## src/verilog/soc_bus_pkg.sv

```systemverilog
`default_nettype none

package soc_bus_pkg;

	// ======================================================================
	// Widths and far address fields
	// ======================================================================

	localparam int DATA_WIDTH = 32;
	localparam int FAR_ADDR_WIDTH = 28;

	// Slot in the top nibble, register word index just above byte offset
	localparam int SLOT_MSB = 27;
	localparam int SLOT_LSB = 24;
	localparam int INDEX_MSB = 4;
	localparam int INDEX_LSB = 2;

	typedef logic [DATA_WIDTH-1:0] bus_data_t;
	typedef logic [FAR_ADDR_WIDTH-1:0] far_addr_t;
	typedef logic [SLOT_MSB-SLOT_LSB:0] slot_t;
	typedef logic [INDEX_MSB-INDEX_LSB:0] reg_index_t;

	// Far side slot map
	localparam slot_t SLOT_TIMER = 4'h5;
	localparam slot_t SLOT_PLIC = 4'h8;
	localparam slot_t SLOT_SYSREG = 4'h9;

	// ======================================================================
	// Far bus request and response
	// ======================================================================

	typedef struct packed {
		logic rw;
		far_addr_t address;
		bus_data_t wdata;
	} far_req_t;

	typedef struct packed {
		bus_data_t rdata;
		logic ready;
	} far_rsp_t;

endpackage

`default_nettype wire
```

## src/verilog/soc_periph_pkg.sv

```systemverilog
`default_nettype none

package soc_periph_pkg;
	import soc_bus_pkg::*;

	// Timer word offsets
	localparam reg_index_t TIMER_REG_COUNT = 3'd0;
	localparam reg_index_t TIMER_REG_COMPARE = 3'd1;
	localparam reg_index_t TIMER_REG_CONTROL = 3'd2;

	// Timer control bits
	localparam int TIMER_CTRL_ENABLE = 0;
	// Writing 1 clears pending
	localparam int TIMER_CTRL_PENDING = 1;

	// Interrupt controller word offsets
	localparam reg_index_t IRQ_REG_PENDING = 3'd0;
	localparam reg_index_t IRQ_REG_ENABLE = 3'd1;

	// System register word offsets
	localparam reg_index_t SYSREG_DEVICE_ID = 3'd0;
	localparam reg_index_t SYSREG_LEDS = 3'd1;
	localparam reg_index_t SYSREG_SCRATCH = 3'd2;
	localparam reg_index_t SYSREG_SOFT_IRQ = 3'd3;

	localparam bus_data_t DEVICE_ID = 32'd6;

	// Interrupt sources
	localparam int IRQ_COUNT = 2;
	localparam int IRQ_TIMER = 0;
	localparam int IRQ_SOFT = 1;
	typedef logic [IRQ_COUNT-1:0] irq_vec_t;

	localparam int LED_COUNT = 8;
	typedef logic [LED_COUNT-1:0] led_t;

endpackage

`default_nettype wire

```

## src/verilog/soc_periph_top.sv

```systemverilog
`timescale 1ns/1ps
`default_nettype none

module soc_periph_top
	import soc_bus_pkg::*;
	import soc_periph_pkg::*;
(
	input wire i_clock,
	input wire i_reset,

	// Host port
	input wire i_host_req,
	input wire i_host_rw,
	input wire far_addr_t i_host_address,
	input wire bus_data_t i_host_wdata,
	output logic o_host_ack,
	output bus_data_t o_host_rdata,

	output led_t o_leds,
	output logic o_irq
);

	logic far_request;
	far_req_t far_req;
	far_rsp_t far_rsp;

	logic timer_request;
	logic irq_request;
	logic sysreg_request;
	far_rsp_t timer_rsp;
	far_rsp_t irq_rsp;
	far_rsp_t sysreg_rsp;

	bus_data_t timer_count;
	logic timer_match;
	logic timer_load;
	bus_data_t timer_load_value;
	bus_data_t timer_compare;
	logic timer_irq;
	logic soft_irq;
	irq_vec_t irq_sources;

	assign irq_sources[IRQ_TIMER] = timer_irq;
	assign irq_sources[IRQ_SOFT] = soft_irq;

	// ======================================================================
	// Bridge and far side decode
	// ======================================================================

	host_bridge host_bridge_inst (
		.i_clock(i_clock),
		.i_reset(i_reset),
		.i_host_req(i_host_req),
		.i_host_rw(i_host_rw),
		.i_host_address(i_host_address),
		.i_host_wdata(i_host_wdata),
		.o_host_ack(o_host_ack),
		.o_host_rdata(o_host_rdata),
		.o_far_request(far_request),
		.o_far_req(far_req),
		.i_far_rsp(far_rsp)
	);

	far_decoder far_decoder_inst (
		.i_clock(i_clock),
		.i_reset(i_reset),
		.i_far_request(far_request),
		.i_far_req(far_req),
		.o_far_rsp(far_rsp),
		.o_timer_request(timer_request),
		.o_irq_request(irq_request),
		.o_sysreg_request(sysreg_request),
		.i_timer_rsp(timer_rsp),
		.i_irq_rsp(irq_rsp),
		.i_sysreg_rsp(sysreg_rsp)
	);

	// ======================================================================
	// Peripherals
	// ======================================================================

	timer_regs timer_regs_inst (
		.i_clock(i_clock),
		.i_reset(i_reset),
		.i_request(timer_request),
		.i_far_req(far_req),
		.o_rsp(timer_rsp),
		.i_count(timer_count),
		.i_match(timer_match),
		.o_load(timer_load),
		.o_load_value(timer_load_value),
		.o_compare(timer_compare),
		.o_irq(timer_irq)
	);

	timer_counter timer_counter_inst (
		.i_clock(i_clock),
		.i_reset(i_reset),
		.i_load(timer_load),
		.i_load_value(timer_load_value),
		.i_compare(timer_compare),
		.o_count(timer_count),
		.o_match(timer_match)
	);

	irq_controller irq_controller_inst (
		.i_clock(i_clock),
		.i_reset(i_reset),
		.i_request(irq_request),
		.i_far_req(far_req),
		.o_rsp(irq_rsp),
		.i_sources(irq_sources),
		.o_irq(o_irq)
	);

	system_regs system_regs_inst (
		.i_clock(i_clock),
		.i_reset(i_reset),
		.i_request(sysreg_request),
		.i_far_req(far_req),
		.o_rsp(sysreg_rsp),
		.o_leds(o_leds),
		.o_soft_irq(soft_irq)
	);

endmodule

`default_nettype wire

```

## src/verilog/system_regs.sv

```systemverilog
`timescale 1ns/1ps
`default_nettype none

module system_regs
	import soc_bus_pkg::*;
	import soc_periph_pkg::*;
(
	input wire i_clock,
	input wire i_reset,
	input wire i_request,
	input wire far_req_t i_far_req,
	output far_rsp_t o_rsp,

	output led_t o_leds,
	output logic o_soft_irq
);

	reg_index_t index;
	logic access;
	logic wr;
	logic rsp_ready;
	bus_data_t rsp_rdata;
	bus_data_t scratch;

	assign index = i_far_req.address[INDEX_MSB:INDEX_LSB];
	assign access = i_request && !rsp_ready;
	assign wr = access && i_far_req.rw;
	assign o_rsp = '{rdata: rsp_rdata, ready: rsp_ready};

	always_ff @(posedge i_clock) begin
		if (i_reset) begin
			rsp_ready <= 1'b0;
			o_leds <= '0;
			scratch <= '0;
			o_soft_irq <= 1'b0;
		end else begin
			rsp_ready <= access;
			// Device id is read-only and other offsets are ignored
			if (wr) begin
				case (index)
					SYSREG_LEDS: o_leds <= i_far_req.wdata[LED_COUNT-1:0];
					SYSREG_SCRATCH: scratch <= i_far_req.wdata;
					SYSREG_SOFT_IRQ: o_soft_irq <= i_far_req.wdata[0];
					default: ;
				endcase
			end
		end
	end

	always_ff @(posedge i_clock) begin
		if (access) begin
			case (index)
				SYSREG_DEVICE_ID: rsp_rdata <= DEVICE_ID;
				SYSREG_LEDS: rsp_rdata <= bus_data_t'(o_leds);
				SYSREG_SCRATCH: rsp_rdata <= scratch;
				SYSREG_SOFT_IRQ: rsp_rdata <= bus_data_t'(o_soft_irq);
				default: rsp_rdata <= '0;
			endcase
		end
	end

endmodule

`default_nettype wire

```

## src/verilog/irq_controller.sv

```systemverilog
`timescale 1ns/1ps
`default_nettype none

module irq_controller
	import soc_bus_pkg::*;
	import soc_periph_pkg::*;
(
	input wire i_clock,
	input wire i_reset,
	input wire i_request,
	input wire far_req_t i_far_req,
	output far_rsp_t o_rsp,

	input wire irq_vec_t i_sources,
	output logic o_irq
);

	reg_index_t index;
	logic access;
	logic wr;
	logic rsp_ready;
	bus_data_t rsp_rdata;
	irq_vec_t wbits;
	irq_vec_t pending;
	irq_vec_t enable;

	assign index = i_far_req.address[INDEX_MSB:INDEX_LSB];
	assign access = i_request && !rsp_ready;
	assign wr = access && i_far_req.rw;
	assign wbits = i_far_req.wdata[IRQ_COUNT-1:0];
	assign o_rsp = '{rdata: rsp_rdata, ready: rsp_ready};

	always_ff @(posedge i_clock) begin
		if (i_reset) begin
			rsp_ready <= 1'b0;
			pending <= '0;
			enable <= '0;
			o_irq <= 1'b0;
		end else begin
			rsp_ready <= access;
			if (wr && index == IRQ_REG_ENABLE) begin
				enable <= wbits;
			end
			// A clear only sticks once the level source is low
			if (wr && index == IRQ_REG_PENDING) begin
				pending <= (pending & ~wbits) | i_sources;
			end else begin
				pending <= pending | i_sources;
			end
			o_irq <= |(pending & enable);
		end
	end

	always_ff @(posedge i_clock) begin
		if (access) begin
			case (index)
				IRQ_REG_PENDING: rsp_rdata <= bus_data_t'(pending);
				IRQ_REG_ENABLE: rsp_rdata <= bus_data_t'(enable);
				default: rsp_rdata <= '0;
			endcase
		end
	end

	a_irq_cause: assert property (
		@(posedge i_clock) disable iff (i_reset)
		o_irq |-> $past(|(pending & enable))
	);

endmodule

`default_nettype wire

```

## src/verilog/timer_counter.sv

```systemverilog
`timescale 1ns/1ps
`default_nettype none

module timer_counter
	import soc_bus_pkg::*;
(
	input wire i_clock,
	input wire i_reset,

	// From the register block
	input wire i_load,
	input wire bus_data_t i_load_value,
	input wire bus_data_t i_compare,

	output bus_data_t o_count,
	output logic o_match
);

	// ======================================================================
	// Free-running cycle counter
	// ======================================================================

	always_ff @(posedge i_clock) begin
		if (i_reset) begin
			o_count <= '0;
		end else if (i_load) begin
			o_count <= i_load_value;
		end else begin
			// Wraps at 2^32
			o_count <= o_count + 1'b1;
		end
	end

	// Match in the same cycle the count equals compare
	assign o_match = o_count == i_compare;

endmodule

`default_nettype wire

```

## src/verilog/timer_regs.sv

```systemverilog
`timescale 1ns/1ps
`default_nettype none

module timer_regs
	import soc_bus_pkg::*;
	import soc_periph_pkg::*;
(
	input wire i_clock,
	input wire i_reset,
	input wire i_request,
	input wire far_req_t i_far_req,
	output far_rsp_t o_rsp,

	// Counter control
	input wire bus_data_t i_count,
	input wire i_match,
	output logic o_load,
	output bus_data_t o_load_value,
	output bus_data_t o_compare,
	output logic o_irq
);

	reg_index_t index;
	logic access;
	logic wr;
	logic rsp_ready;
	bus_data_t rsp_rdata;
	bus_data_t control_word;
	logic enable;
	logic pending;

	assign index = i_far_req.address[INDEX_MSB:INDEX_LSB];
	// Request is still high in the reply cycle, so act only once
	assign access = i_request && !rsp_ready;
	assign wr = access && i_far_req.rw;

	assign o_load = wr && index == TIMER_REG_COUNT;
	assign o_load_value = i_far_req.wdata;
	assign o_irq = pending;
	assign o_rsp = '{rdata: rsp_rdata, ready: rsp_ready};

	always_comb begin
		control_word = '0;
		control_word[TIMER_CTRL_ENABLE] = enable;
		control_word[TIMER_CTRL_PENDING] = pending;
	end

	always_ff @(posedge i_clock) begin
		if (i_reset) begin
			rsp_ready <= 1'b0;
			o_compare <= '0;
			enable <= 1'b0;
			pending <= 1'b0;
		end else begin
			rsp_ready <= access;
			if (wr && index == TIMER_REG_COMPARE) begin
				o_compare <= i_far_req.wdata;
			end
			if (wr && index == TIMER_REG_CONTROL) begin
				enable <= i_far_req.wdata[TIMER_CTRL_ENABLE];
			end
			// Match wins over a clear in the same cycle
			if (i_match && enable) begin
				pending <= 1'b1;
			end else if (wr && index == TIMER_REG_CONTROL &&
					i_far_req.wdata[TIMER_CTRL_PENDING]) begin
				pending <= 1'b0;
			end
		end
	end

	always_ff @(posedge i_clock) begin
		if (access) begin
			case (index)
				TIMER_REG_COUNT: rsp_rdata <= i_count;
				TIMER_REG_COMPARE: rsp_rdata <= o_compare;
				TIMER_REG_CONTROL: rsp_rdata <= control_word;
				default: rsp_rdata <= '0;
			endcase
		end
	end

endmodule

`default_nettype wire

```

## src/verilog/far_decoder.sv

```systemverilog
`timescale 1ns/1ps
`default_nettype none

module far_decoder
	import soc_bus_pkg::*;
(
	input wire i_clock,
	input wire i_reset,

	// From bridge
	input wire i_far_request,
	input wire far_req_t i_far_req,
	output far_rsp_t o_far_rsp,

	// Peripheral requests and replies
	output logic o_timer_request,
	output logic o_irq_request,
	output logic o_sysreg_request,
	input wire far_rsp_t i_timer_rsp,
	input wire far_rsp_t i_irq_rsp,
	input wire far_rsp_t i_sysreg_rsp
);

	slot_t slot;
	logic timer_sel;
	logic irq_sel;
	logic sysreg_sel;
	logic unmapped_sel;
	logic unmapped_ready;

	assign slot = i_far_req.address[SLOT_MSB:SLOT_LSB];
	assign timer_sel = slot == SLOT_TIMER;
	assign irq_sel = slot == SLOT_PLIC;
	assign sysreg_sel = slot == SLOT_SYSREG;
	assign unmapped_sel = !(timer_sel || irq_sel || sysreg_sel);

	assign o_timer_request = i_far_request && timer_sel;
	assign o_irq_request = i_far_request && irq_sel;
	assign o_sysreg_request = i_far_request && sysreg_sel;

	// Unmapped slots get a one-cycle ready like a peripheral's
	always_ff @(posedge i_clock) begin
		if (i_reset) begin
			unmapped_ready <= 1'b0;
		end else begin
			unmapped_ready <= i_far_request && unmapped_sel && !unmapped_ready;
		end
	end

	// Reply mux keyed on select
	always_comb begin
		if (timer_sel) begin
			o_far_rsp = i_timer_rsp;
		end else if (irq_sel) begin
			o_far_rsp = i_irq_rsp;
		end else if (sysreg_sel) begin
			o_far_rsp = i_sysreg_rsp;
		end else begin
			o_far_rsp = '{rdata: '0, ready: unmapped_ready};
		end
	end

	a_one_request: assert property (
		@(posedge i_clock) disable iff (i_reset)
		$onehot0({o_timer_request, o_irq_request, o_sysreg_request})
	);

endmodule

`default_nettype wire

```

## src/verilog/host_bridge.sv

```systemverilog
`timescale 1ns/1ps
`default_nettype none

module host_bridge
	import soc_bus_pkg::*;
(
	input wire i_clock,
	input wire i_reset,

	// Host side, four-phase req/ack
	input wire i_host_req,
	input wire i_host_rw,
	input wire far_addr_t i_host_address,
	input wire bus_data_t i_host_wdata,
	output logic o_host_ack,
	output bus_data_t o_host_rdata,

	// Far side
	output logic o_far_request,
	output far_req_t o_far_req,
	input wire far_rsp_t i_far_rsp
);

	typedef enum logic [1:0] {
		IDLE,
		REQUEST,
		ACK
	} bridge_state_t;

	bridge_state_t state;

	always_ff @(posedge i_clock) begin
		if (i_reset) begin
			state <= IDLE;
			o_far_request <= 1'b0;
			o_host_ack <= 1'b0;
		end else begin
			case (state)
				IDLE: begin
					if (i_host_req) begin
						o_far_request <= 1'b1;
						state <= REQUEST;
					end
				end
				REQUEST: begin
					// Hold request until the far side answers
					if (i_far_rsp.ready) begin
						o_far_request <= 1'b0;
						o_host_ack <= 1'b1;
						state <= ACK;
					end
				end
				ACK: begin
					// Host holding req is the back-pressure
					if (!i_host_req) begin
						o_host_ack <= 1'b0;
						state <= IDLE;
					end
				end
				default: begin
					state <= IDLE;
				end
			endcase
		end
	end

	// Command capture and read data latch
	always_ff @(posedge i_clock) begin
		if (state == IDLE && i_host_req) begin
			o_far_req.rw <= i_host_rw;
			o_far_req.address <= i_host_address;
			o_far_req.wdata <= i_host_wdata;
		end
		if (state == REQUEST && i_far_rsp.ready) begin
			o_host_rdata <= i_far_rsp.rdata;
		end
	end

	a_no_request_during_ack: assert property (
		@(posedge i_clock) disable iff (i_reset)
		$rose(o_far_request) |-> !o_host_ack
	);

endmodule

`default_nettype wire

```

## config.mk

```make
export PLATFORM = sky130hd
export DESIGN_NAME = soc_periph_top
export DESIGN_NICKNAME = d
export VERILOG_FILES = /design/src/verilog/soc_bus_pkg.sv /design/src/verilog/soc_periph_pkg.sv /design/src/verilog/soc_periph_top.sv /design/src/verilog/system_regs.sv /design/src/verilog/irq_controller.sv /design/src/verilog/timer_counter.sv /design/src/verilog/timer_regs.sv /design/src/verilog/far_decoder.sv /design/src/verilog/host_bridge.sv
export SDC_FILE = /design/constraint.sdc
export NUM_CORES = 1
export LEC_CHECK = 0
export ABC_AREA = 1
export BUFFER_PORTS_ARGS = -buffer_cell sky130_fd_sc_hd__buf_4
export CORE_UTILIZATION = 32
export DETAILED_ROUTE_END_ITERATION = 8
export GPL_ROUTABILITY_DRIVEN = 0
export PLACE_DENSITY = 0.5
export SYNTH_ARGS = -nofsm -noshare
export SYNTH_HDL_FRONTEND = slang
export SYNTH_SLANG_ARGS = --single-unit
```

## constraint.sdc

```tcl
create_clock -name i_clock -period 3.06 [get_ports i_clock]
set_input_delay 0.612 -clock i_clock [delete_from_list [all_inputs] [get_ports i_clock]]
set_output_delay 0.612 -clock i_clock [all_outputs]
set_load 0.05 [all_outputs]
```

# After elaboration in Yosys (flattened, before gate mapping)
# Index checks and enable logic that the tools add are counted.
[word_totals] ff_bits=309 in_bits=64 output_inout_bits=42 wordCells=101
[classes] addsub=1 n_eq_ne=12 muxes=20 bitwise_logic=5 reduce_logical=39
[op_table] op="$pmux W32 S4" n=1
[op_table] op="$mux W33" n=3
[op_table] op="$pmux W32 S3" n=1
[op_table] op="$add A32 B1 Y32 const B" n=1
[op_table] op="$eq A32 B32 Y1" n=1
[op_table] op="$mux W32" n=1
[op_table] op="$logic_and A1 B1 Y1" n=20
[op_table] op="$reduce_and A3 Y1" n=3
[op_table] op="$eq A4 B4 Y1 const B" n=2
[op_table] op="$mux W2" n=4
[op_table] op="$eq A3 B2 Y1 const B" n=2
[op_table] op="$mux W1" n=6
[op_table] op="$pmux W2 S3" n=1
[op_table] op="$reduce_and A2 Y1" n=3
[op_table] op="$reduce_bool A2 Y1" n=3
[op_table] op="$logic_not A1 Y1" n=5
[op_table] op="$and A2 B2 Y2" n=2
[op_table] op="$eq A4 B3 Y1 const B" n=1
[op_table] op="$ne A2 B2 Y1 const B" n=2
[op_table] op="$or A2 B2 Y2" n=2
[op_table] op="$pmux W1 S2" n=2
[op_table] op="$pmux W2 S2" n=1
[op_table] op="$eq A3 B1 Y1 const B" n=1
[op_table] op="$logic_not A3 Y1" n=1
[op_table] op="other kinds (7)" n=8

# Longest topological paths before layout
# Gate-level depths: netlist (run 1).
[logic_depth] ltp_word=8 mapped_depth=11 depth_no_buf=10

# Cells and area by module
# From an unflattened synthesis (run 1), not the netlist that was laid out.
[unflattened] cells_unflattened=1497 area_unflattened_um2=12824.8
[by_module_without_submodules] module="timer_regs" n_inst=1 cells_each=340 area_each_um2=3006.6 seq_area_each_um2=1661.6
[by_module_without_submodules] module="system_regs" n_inst=1 cells_each=374 area_each_um2=2997.9 seq_area_each_um2=1801.7
[by_module_without_submodules] module="host_bridge" n_inst=1 cells_each=114 area_each_um2=2961.6 seq_area_each_um2=2872.8
[by_module_without_submodules] module="timer_counter" n_inst=1 cells_each=422 area_each_um2=2488.6 seq_area_each_um2=640.6
[by_module_without_submodules] module="far_decoder" n_inst=1 cells_each=172 area_each_um2=778.2 seq_area_each_um2=20.0
[by_module_without_submodules] module="irq_controller" n_inst=1 cells_each=75 area_each_um2=591.8 seq_area_each_um2=180.2

# Least setup slack after synthesis (run 1)
# Ideal clock, no wire load.
[synth_timing] kind="input -> register" startpoint="input port i_host_req" endpoint="register host_bridge_inst.o_far_req[0] in the netlist's numbering, enable pin" setup_ns=0.439 t_arrival_ns=2.382 t_required_ns=2.621 slack_ns=0.238 cell_stages=2 n_path_buf=0 cell_sequence="nand2_1 > nor2_1"
[synth_via] elab_chain_cells=1
[synth_rtl] item="start, declared" line_no="soc_periph_top.sv:12" text="input wire i_host_req,"
[synth_rtl] item="$logic_and A1 B1 Y1" line_no="host_bridge.sv:69" text="if (state == IDLE && i_host_req) begin"
[synth_rtl] item="end, declared" line_no="host_bridge.sv:20" text="output far_req_t o_far_req,"
# No other way between the ends.
# A chain may end at the register's enable or synchronous reset.

# Worst setup path after layout (run 1)
[layout_timing] startpoint="register host_bridge_inst.o_far_req[57] in the netlist's numbering" endpoint="register host_bridge_inst.o_host_rdata[26], enable pin"
[layout_via] elab_chain_cells=5 word_cells_on_any_way=7 classes_between="eq/ne: 3; mux: 3; reduce/logical: 1"
[layout_rtl] item="$eq A4 B4 Y1" line_no="far_decoder.sv:34" text="assign sysreg_sel = slot == SLOT_SYSREG;"
[layout_rtl] item="$mux W33" line_no="far_decoder.sv:56" text="end else if (sysreg_sel) begin"
[layout_rtl] item="$mux W33" line_no="far_decoder.sv:54" text="end else if (irq_sel) begin"
[layout_rtl] item="$mux W33 (*)" line_no="far_decoder.sv:52" text="if (timer_sel) begin"
[layout_rtl] item="$logic_and A1 B1 Y1 (*)" line_no="host_bridge.sv:74" text="if (state == REQUEST && i_far_rsp.ready) begin"
[layout_rtl] item="end signal, assigned" line_no="host_bridge.sv:75" text="o_host_rdata <= i_far_rsp.rdata;"
[layout_rtl] item="end, declared" line_no="host_bridge.sv:16" text="output bus_data_t o_host_rdata,"
# Mark *: on every way between the ends. The rest lies on a longest branch, timed or not.

==> flow_summary_export.csv, run 1 <==
group,metric,value,unit
yosys,syn-instance-count,1121,
setup_path,cp-end-kind,"register",
sta,post-route-worst-setup-slack,0.767,ns
yosys,syn_std_cell_area,0.0107,mm^2
power,power.share.sequential,0.520,
power,switching_share,0.232,
floorplanning,die_y,185,um
sta,rsz0062_at_grt,"false",
power,p_int,5630,uW
power,leakagePower,0.00461,uW
final_layout,post_route_cells_drive_above_1_share,0.140,
placed_design,dp.cells,1617,
power,clockPowerShare,0.426,
cts,worstSkewPairLatency,0.55,ns
final_layout,fillerInstances,3347,
cts,post_cts_buffers,0,
floorplanning,die_area,0.0341,mm^2
detailed_routing,drt_first_pass_iters,5,
sta,timing.final.crit_share,0.749,
global_route,grt_pass1_vias,7415,
worst_hold_path,worstHoldPathType,"primary input to register",
setup_path,cp-start-kind,"register",
setup_path,r2r_slack,0.77,ns
detailed_routing,detail-route-antenna-nets,0,
sta,max_slew_margin,0.546,
run_status,status,"completed",
setup_path,slowest_stage,"edfxtp_1",
setup_path,timing_worst_setup_path_type,"register to register",
yosys,netlist-cell-type-count,38,
floorplanning,initial_utilization,0.327,
worst_hold_path,holdPathEnd,"host_bridge_inst.o_far_req[1]$_DFFE_PP_",
yosys,post_synth.cell_area_avg,9.53,um^2
global_route,grt_start_max_net_pins,55,
yosys,synthesis.nets,1186,
final_layout,area_growth,18.3,%
detailed_routing,wire_per_inst,16.5,um
power,peakVddDrop,343,uV
setup_path,critical_path.reg2reg.startpoint,"host_bridge_inst.o_far_req[57]$_DFFE_PP_",
setup_path,cp.required,3.24,ns
detailed_routing,routed_via_density,4.70,
final_layout,fin_cells,1667,
global_route,overflow,0,
detailed_routing,routed_wirelength,27.5,mm
detailed_routing,drt-initial-drc-count,674,
yosys,synth_top_area_frac,0.388,
cts,cts_hold_repair.buffers,0,
global_route,grt.total_usage,0.164,
yosys,synthArstFlopShare,0,
cts,cts.repair.resized,0,
yosys,number_of_synthesized_flops_with_an_enable_pin,138,
cts,clk_pin_slew_worst_paths,0.06,ns
setup_path,critical_path.top_delay_family,"buffers and inverters",
cts,cts-buffers-inserted,27,
placed_design,place_hpwl,19.3,mm
yosys,ys_seq_area_frac,0.613,
cts,tritoncts_clock_tree,"done",
setup_path,cp.arrival,2.47,ns
final_layout,n_antenna_cell,0,
power,power.switching,1700,uW
cts,h-tree-depth,1,
yosys,yosysWarnings,0,
detailed_routing,total_vias_in_the_final_route,7843,
setup_path,worstReg2RegEnd,"host_bridge_inst.o_host_rdata[26]$_DFFE_PP_",
placed_design,port_buffers,84,
yosys,postSynth.topFlopCell,"edfxtp_1",
final_layout,seq_area,0.00655,mm^2
yosys,synth_top_cell_by_area,"edfxtp_1",
yosys,ys_ff_latch,258,
yosys,synth.area.top_cells,"edfxtp_1 (39%), dfxtp_1 (22%), nand2_1 (6.0%)",
job,drv.max_cap_violation_count,0,
cts,cts_root_cell,"clkbuf_16",
cts,number_of_clock_sinks,258,
worst_hold_path,min-delay-start,"i_host_wdata[1]",
sta,hold_viol_final,0,
worst_hold_path,whs_path_depth,1,
power,p_per_area,580,mW/mm^2
final_layout,finalNetCount,1269,
sta,final-setup-viol-count,0,
setup_path,slowest_delay,0.44,ns
final_layout,multiInputGateArea,0.00343,mm^2
placed_design,dpl_worst_slack,0.766,ns
floorplanning,die_x,185,um
setup_path,cells_on_worst_reg2reg_path,9,
setup_path,critical_path_buffers_and_inverters,4,
power,pwr-share-comb,0.054,
sta,clock_skew,0.0225,ns
detailed_routing,drc_errors,0,
sta,layout_min_cycle_time,2.29,ns
global_route,first_pass_grt_wire_length,42.9,mm
floorplanning,rows,66,
setup_path,series_of_cell_instances_along_the_critical_path,"inv_1 > nand2_1 > nor2_4 > buf_4 > o21ai_0 > nand2_1 > nand3_1 > inv_1 > buf_4",
global_route,antenna_violations_before_repair,1,
setup_path,critical_path_peak_fanout,34,
cts,maximum_root_to_sink_buffer_count,3,
sta,final_max_slew_viol_count,0,
sta,finalSetupTns,0,ns
sta,achievable-frequency,436,MHz
floorplanning,ioPinCount,106,
sta,max_slew.worst_pin.slew,0.676,ns
floorplanning,coreArea,0.0327,mm^2
[placed cells by master (no fill, tap or decap), types with 11 or more instances in the layout]
master	instances
a21oi_1	88
a22o_1	35
buf_4	101
clkbuf_16	27
dfxtp_1	120
edfxtp_1	138
inv_1	121
nand2_1	171
nand3_1	27
nor2_1	142
nor3_1	11
o21ai_0	114
o21ai_1	18
o22ai_1	22
xor2_1	18
[synthesized netlist by cell type, types with 11 or more instances]
cell      instances
a22o_1           35
o21ai_0         114
nor3_1           11
o22ai_1          22
o21ai_1          18
inv_1           122
nand2_1         171
dfxtp_1         120
xor2_1           18
a21oi_1          88
nand3_1          28
edfxtp_1        138
clkbuf_1         28
nor2_1          143
[cell type report]
cell class              count  share of cell area
flip-flops and latches    258               0.518
multi-input cells         687               0.272
clock buffers              39              0.0618
repair buffers            102              0.0616
well taps                 442              0.0438
inverters                 128              0.0381
clock inverters            11             0.00525
[how the worst max path moves through the flow]
| stage | startpoint | endpoint | slack [ns] | cells after the start |
|---|---|---|---|---|
| 6_report | host_bridge_inst.o_far_req[57]$_DFFE_PP_ | host_bridge_inst.o_host_rdata[26]$_DFFE_PP_ | 0.77 | 9 |
| 5_1_grt | host_bridge_inst.o_far_req[58]$_DFFE_PP_ | host_bridge_inst.o_host_rdata[18]$_DFFE_PP_ | 0.59 | 9 |
| 4_1_cts | host_bridge_inst.o_far_req[57]$_DFFE_PP_ | host_bridge_inst.o_host_rdata[26]$_DFFE_PP_ | 0.75 | 9 |
| 3_5_place_dp | host_bridge_inst.o_far_req[57]$_DFFE_PP_ | host_bridge_inst.o_host_rdata[26]$_DFFE_PP_ | 0.77 | 9 |
| 3_3_place_gp | host_bridge_inst.o_far_req[57]$_DFFE_PP_ | host_bridge_inst.o_host_rdata[26]$_DFFE_PP_ | 0.79 | 9 |
| 2_1_floorplan | i_host_req | host_bridge_inst.o_far_req[0]$_DFFE_PP_ | 0.24 | 2 |
[cells by family after synthesis]
family          after synthesis  synth area share
compound gates              283             0.150
xor+xnor                     24            0.0197
fa+ha+maj                     1           0.00117
buf+inv                     176            0.0671
flops                       258             0.613
simple gates                379             0.150
[metal layers]
| metal | part of all wire | global-route usage | wire length [um] |
|---|---|---|---|
| met5 | 0 | 0 | 0 |
| met2 | 0.42 | 0.240 | 11500 |
| met3 | 0.052 | 0.0204 | 1440 |
| met1 | 0.51 | 0.249 | 14000 |
| met4 | 0.020 | 0.0473 | 563 |
[power by group through the flow]
| stage | Clock (uW) | Sequential, uW | Combinational (uW) |
|---|---|---|---|
| floorplan | 0 | 3920 | 181 |
| finish | 3120 | 3810 | 397 |
| global route | 3350 | 3820 | 436 |
| detailed placement | 0 | 3890 | 403 |
| CTS | 3210 | 3810 | 403 |
| global placement | 0 | 3890 | 400 |
[state kept, by name, summed over array words and instances, names as in the netlist, 2 cells and up]
signal and cells:
irq_controller_inst.enable 2, system_regs_inst.rsp_rdata 32, timer_regs_inst.rsp_rdata 32, system_regs_inst.scratch 32, host_bridge_inst.state 2, system_regs_inst.o_leds 8, timer_counter_inst.o_count 32, irq_controller_inst.pending 2
irq_controller_inst.rsp_rdata 2, host_bridge_inst.o_far_req 40, timer_regs_inst.o_compare 32, host_bridge_inst.o_host_rdata 32
[through the flow]
stage          hold WS [ns]  utilization  total power, uW  instance area (um^2)
6_report              0.240        0.386             7330                 12600
2_1_floorplan         0.392            -             4100                 10700
5_1_grt               0.224        0.386             7600                 12600
3_3_place_gp          0.401        0.361             4290                 11800
3_5_place_dp          0.406        0.361             4290                 11800
4_1_cts               0.220        0.386             7430                 12600
(Power assumes the default switching activity.)
==> run 2, diff against run 1 <==
- clock period: 3.06 -> 2.24 ns (I/O delays scaled with it)
==> flow_summary_export.csv, run 2 (synthesis results as in run 1) <==
group,metric,value,unit
cts,clk_pin_slew_worst_paths,0.06,ns
detailed_routing,drt_first_pass_iters,5,
setup_path,r2r_slack,0.25,ns
global_route,overflow,0,
final_layout,final_design_area_no_fill,0.0128,mm^2
cts,cts-buffers-inserted,28,
final_layout,fin_cells,1677,
power,leakagePower,0.00471,uW
setup_path,cp.arrival,2.41,ns
cts,cts.repair.resized,0,
detailed_routing,drt-initial-drc-count,660,
detailed_routing,detail-route-antenna-nets,0,
detailed_routing,wire_per_inst,16.2,um
setup_path,cp.required,2.66,ns
detailed_routing,total_vias_in_the_final_route,7910,
final_layout,regMostFlops,"host_bridge_inst.o_far_req",
floorplanning,ioPinCount,106,
final_layout,finalCoreUtilization,0.392,
sta,final_max_slew_viol_count,0,
sta,rsz0062_at_grt,"false",
final_layout,n_antenna_cell,0,
global_route,antenna_violations_before_repair,0,
job,drv.max_cap_violation_count,0,
detailed_routing,drc_errors,0,
setup_path,critical_path_peak_fanout,56,
global_route,first_pass_grt_wire_length,42.7,mm
setup_path,cp-start-kind,"register",
floorplanning,initial_utilization,0.327,
floorplanning,die_y,185,um
final_layout,multiInputGateArea,0.00343,mm^2
worst_hold_path,worstHoldPathType,"primary input to register",
placed_design,postPlaceCellArea,0.0119,mm^2
final_layout,seq_area,0.00655,mm^2
cts,cts_root_cell,"clkbuf_16",
placed_design,place_hpwl,19.1,mm
final_layout,area_growth,20.0,%
sta,clock_skew,0.0166,ns
floorplanning,rows,66,
detailed_routing,routed_wirelength,27.2,mm
final_layout,largest_register_ff_count,40,
sta,final-setup-viol-count,0,
cts,number_of_clock_sinks,258,
final_layout,post_route_cells_drive_above_1_share,0.143,
global_route,grt_start_max_net_pins,106,
final_layout,layout.cells.most_common,"nand2_1",
floorplanning,die_x,185,um
sta,max_slew.worst_pin.slew,0.609,ns
global_route,grt.total_usage,0.162,
run_status,status,"completed",
cts,cts_hold_repair.buffers,0,
placed_design,port_buffers,84,
sta,hold_viol_final,0,
final_layout,finalNetCount,1278,
sta,achievable-frequency,502,MHz
final_layout,fillerInstances,3330,
cts,post_cts_buffers,0,
final_layout,mostFrequentLayoutCells,"nand2_1 (171), nor2_1 (142), edfxtp_1 (138)",
cts,worstSkewPairLatency,0.54,ns
placed_design,dp.cells,1625,
power,fin_total_pwr,10400,uW
detailed_routing,routed_via_density,4.72,
global_route,grt_pass1_vias,7530,
setup_path,cp-end-kind,"register",
sta,layout_min_cycle_time,1.99,ns
power,p_per_area,810,mW/mm^2
cts,h-tree-depth,1,
power,peakVddDrop,536,uV
floorplanning,coreArea,0.0327,mm^2
sta,max_slew_margin,0.594,
cts,tritoncts_clock_tree,"done",
sta,timing.final.crit_share,0.889,
setup_path,timing_worst_setup_path_type,"register to register",
floorplanning,die_area,0.0341,mm^2
cts,maximum_root_to_sink_buffer_count,3,
run 2: area by class of cell:
type,instances,area share
clock inverter,9,0.00937
inverter,128,0.0376
clock buffer,43,0.0623
timing repair buffer,110,0.0693
multi-input combinational,687,0.268
tap,442,0.0431
sequential,258,0.511
run 2: power by group:
group	switching (uW)	internal (uW)
Sequential	106	5100
Clock	1820	2790
Combinational	386	179
run 2: path summary, 6_finish.rpt:
| check | startpoint | end | cells past startpoint |
|---|---|---|---|
| max | host_bridge_inst.o_far_req[56]$_DFFE_PP_ | timer_regs_inst.o_compare[2]$_SDFFE_PP0P_ | 9 |
| min reg2reg | far_decoder_inst.unmapped_ready$_SDFF_PP0_ | far_decoder_inst.unmapped_ready$_SDFF_PP0_ | 1 |
| max reg2reg | host_bridge_inst.o_far_req[56]$_DFFE_PP_ | timer_regs_inst.o_compare[2]$_SDFFE_PP0P_ | 9 |
| min | i_host_address[27] | host_bridge_inst.o_far_req[59]$_DFFE_PP_ | 1 |
run 2: worst max-delay path, cell delays in order (launching register included):
cell	delay, ns
edfxtp_1	0.42
inv_2	0.09
nor2_2	0.04
nand2_2	0.11
nor3_4	0.07
nand3_2	0.07
buf_4	0.49
clkinv_2	0.28
o21ai_0	0.22
a21oi_1	0.06
run 2: metrics by stage:
| stage | hold slack [ns] | setup TNS [ns] | worst slack, ns |
|---|---|---|---|
| 2_1_floorplan | 0.392 | -3.24 | -0.0920 |
| 3_3_place_gp | 0.408 | 0 | 0.278 |
| 3_5_place_dp | 0.413 | 0 | 0.262 |
| 4_1_cts | 0.0665 | 0 | 0.248 |
| 5_1_grt | 0.0603 | 0 | 0.0202 |
| 6_report | 0.0815 | 0 | 0.249 |
run 2: layer usage:
layer | wire length (um) | vias up | global-route usage
met3 | 1740 | 33 | 0.0205
met2 | 11500 | 232 | 0.239
li1 | - | 3970 | -
met5 | 0 | - | 0
met1 | 13500 | 3675 | 0.246
met4 | 533 | 0 | 0.0456
==> run 3, diff against run 2 <==
- ABC_AREA: 1 -> not set
- PLACE_DENSITY: 0.5 -> 0.51
==> flow_summary_export.csv, run 3 <==
group,metric,value,unit
floorplanning,ioPinCount,106,
yosys,synth_adder_area_share,0.00120,
placed_design,postPlaceCellArea,0.0119,mm^2
cts,clk_pin_slew_worst_paths,0.06,ns
detailed_routing,routed_via_density,4.78,
detailed_routing,detail-route-antenna-nets,0,
yosys,yosys.area_share.simple,0.151,
yosys,synthesis.nets,995,
final_layout,fillerInstances,3071,
sta,max_slew_margin,0.629,
global_route,grt_pass1_vias,7034,
final_layout,mostFrequentLayoutCells,"nand2_1 (152), edfxtp_1 (138), buf_4 (129)",
setup_path,timing_worst_setup_path_type,"register to register",
final_layout,post_route_cells_drive_above_1_share,0.189,
final_layout,regMostFlops,"host_bridge_inst.o_far_req",
final_layout,n_antenna_cell,0,
detailed_routing,drt-initial-drc-count,405,
detailed_routing,wl_met3,877,um
yosys,syn-instance-count,930,
yosys,synth_top_area_frac,0.398,
setup_path,critical_path_peak_fanout,33,
final_layout,multiInputGateArea,0.00365,mm^2
yosys,synth_top_cells_by_count,"nand2_1 (152), edfxtp_1 (138), dfxtp_1 (120)",
detailed_routing,met1_length,12.4,mm
setup_path,critical_path_buffers_and_inverters,2,
power,clockPowerShare,0.449,
sta,clock_skew,0.0113,ns
yosys,post_synth.cell_area_avg,11.2,um^2
global_route,grt.total_usage,0.159,
power,p_int,7990,uW
cts,maximum_root_to_sink_buffer_count,3,
final_layout,area_growth,23.2,%
yosys,synth_top_family_by_area,"simple AND/OR/NAND/NOR gates",
floorplanning,initial_utilization,0.327,
cts,cts_hold_repair.buffers,0,
final_layout,finalNetCount,1095,
yosys,yosysWarnings,0,
final_layout,fin_cells,1488,
power,leakagePower,0.00439,uW
yosys,synth_top_cell_by_area,"edfxtp_1",
final_layout,largest_register_ff_count,40,
power,peakVddDrop,731,uV
sta,max_slew.worst_pin.slew,0.556,ns
yosys,synth.area.top_cells,"edfxtp_1 (40%), dfxtp_1 (23%), a22o_1 (5.6%)",
setup_path,cp-end-kind,"register",
cts,number_of_clock_sinks,258,
run_status,status,"completed",
yosys,netlist-cell-type-count,44,
final_layout,final_design_area_no_fill,0.0128,mm^2
yosys,number_of_synthesized_flops_with_an_enable_pin,138,
job,drv.max_cap_violation_count,0,
floorplanning,coreArea,0.0318,mm^2
sta,final_max_slew_viol_count,0,
cts,cts-buffers-inserted,30,
yosys,ys_seq_area_frac,0.629,
floorplanning,die_x,182,um
placed_design,place_hpwl,16.8,mm
global_route,grt_start_max_net_pins,47,
global_route,antenna_violations_before_repair,0,
power,power.share.sequential,0.503,
floorplanning,rows,65,
cts,cts_root_cell,"clkbuf_16",
yosys,synthMuxAreaShare,0.0166,
final_layout,layout.cells.most_common,"nand2_1",
yosys,syn_std_cell_area,0.0104,mm^2
power,power.switching,2270,uW
detailed_routing,routed-wl-met2,12.4,mm
yosys,synth-compound-area-share,0.120,
detailed_routing,routed_wirelength,26.1,mm
yosys,yosys.area_share.xor_xnor,0.0521,
worst_hold_path,worstHoldPathType,"primary input to register",
setup_path,critical_path.most_common_cell,"or3_1",
yosys,ys_ff_latch,258,
yosys,synthMostInstantiatedCell,"nand2_1",
detailed_routing,total_vias_in_the_final_route,7115,
final_layout,finalCoreUtilization,0.404,
detailed_routing,drt_first_pass_iters,4,
yosys,synthArstFlopShare,0,
power,pwr-share-comb,0.048,
setup_path,slowest_delay,0.53,ns
cts,worstSkewPairLatency,0.55,ns
setup_path,cp-start-kind,"register",
yosys,postSynth.topFlopCell,"edfxtp_1",
cts,h-tree-depth,1,
final_layout,seq_area,0.00655,mm^2
detailed_routing,drc_errors,0,
sta,layout_min_cycle_time,2.13,ns
floorplanning,die_y,182,um
detailed_routing,top_layer_used,"met4",
global_route,overflow,0,
placed_design,port_buffers,84,
setup_path,slowest_stage,"edfxtp_1",
setup_path,cp.arrival,2.41,ns
power,switching_share,0.221,
setup_path,critical_path.top_delay_family,"flip-flops",
sta,final-setup-viol-count,0,
placed_design,dp.cells,1432,
sta,achievable-frequency,469,MHz
global_route,first_pass_grt_wire_length,40.8,mm
sta,hold_viol_final,0,
floorplanning,die_area,0.0333,mm^2
sta,timing.final.crit_share,0.952,
detailed_routing,wire_per_inst,17.5,um
setup_path,cp.required,2.52,ns
cts,tritoncts_clock_tree,"done",
setup_path,series_of_cell_instances_along_the_critical_path,"mux2_2 > or3_1 > o221ai_1 > or3_1 > clkinvlp_4 > buf_12",
power,p_per_area,800,mW/mm^2
[run 3: through the flow]
step	power (uW)	hold slack, ns	setup slack [ns]	TNS, ns
after floorplan	5500	0.425	0.0109	0
after global placement	5760	0.437	0.153	0
after detailed placement	5760	0.442	0.127	0
after CTS	10400	0.0537	0.114	0
after global routing	10600	0.0577	-0.0707	-0.0707
final	10300	0.0680	0.108	0
[run 3: cell families after synthesis]
| family | Yosys count |
|---|---|
| AO/OA/AOI/OAI | 181 |
| XOR/XNOR | 62 |
| adder cells (fa/ha/maj) | 1 |
| buffers and inverters | 80 |
| flip-flops | 258 |
| multiplexers | 17 |
| AND/OR/NAND/NOR | 331 |
[run 3: power groups by stage]
stage          Sequential, uW  Clock, uW  Combinational [uW]
2_1_floorplan            5300          0                 199
3_3_place_gp             5260          0                 492
3_5_place_dp             5260          0                 495
4_1_cts                  5160       4700                 497
5_1_grt                  5170       4870                 528
6_report                 5160       4610                 490
[run 3: metal layers]
metal / vias up / global-route usage
met4: 0 / 0.0346
met5: - / 0
met2: 107 / 0.267
met1: 3453 / 0.217
li1: 3521 / -
met3: 34 / 0.0216
[run 3: path summary, 6_finish.rpt]
| path | slack [ns] | endpoint | from | cells past startpoint |
|---|---|---|---|---|
| worst max-delay path | 0.11 | host_bridge_inst.o_host_rdata[13]$_DFFE_PP_ | host_bridge_inst.o_far_req[56]$_DFFE_PP_ | 6 |
| worst min-delay path | 0.07 | host_bridge_inst.o_far_req[34]$_DFFE_PP_ | i_host_address[2] | 1 |
| worst max register to register | 0.11 | host_bridge_inst.o_host_rdata[13]$_DFFE_PP_ | host_bridge_inst.o_far_req[56]$_DFFE_PP_ | 6 |
| worst min register to register | 0.45 | system_regs_inst.scratch[25]$_SDFFE_PP0P_ | system_regs_inst.scratch[25]$_SDFFE_PP0P_ | 2 |
[run 3: area by class of cell]
cell class / count / area share
clock buffers: 49 / 0.0704
repair buffers: 136 / 0.0864
inverters: 12 / 0.00380
multi-input cells: 592 / 0.284
clock inverters: 6 / 0.00244
well taps: 435 / 0.0424
flip-flops and latches: 258 / 0.510
[run 3: worst reg2reg max path, stage by stage (launching register included)]
cell        delay (ns)
edfxtp_1          0.53
mux2_2            0.37
or3_1             0.30
o221ai_1          0.10
or3_1             0.23
clkinvlp_4        0.12
buf_12            0.19
[run 3: what timing repair did]
| item | in CTS | in global routing |
|---|---|---|
| gates resized for setup | 0 | 5 |
| endpoints found under the setup margin | 0 | 40 |
| buffers inserted | 0 | 1 |
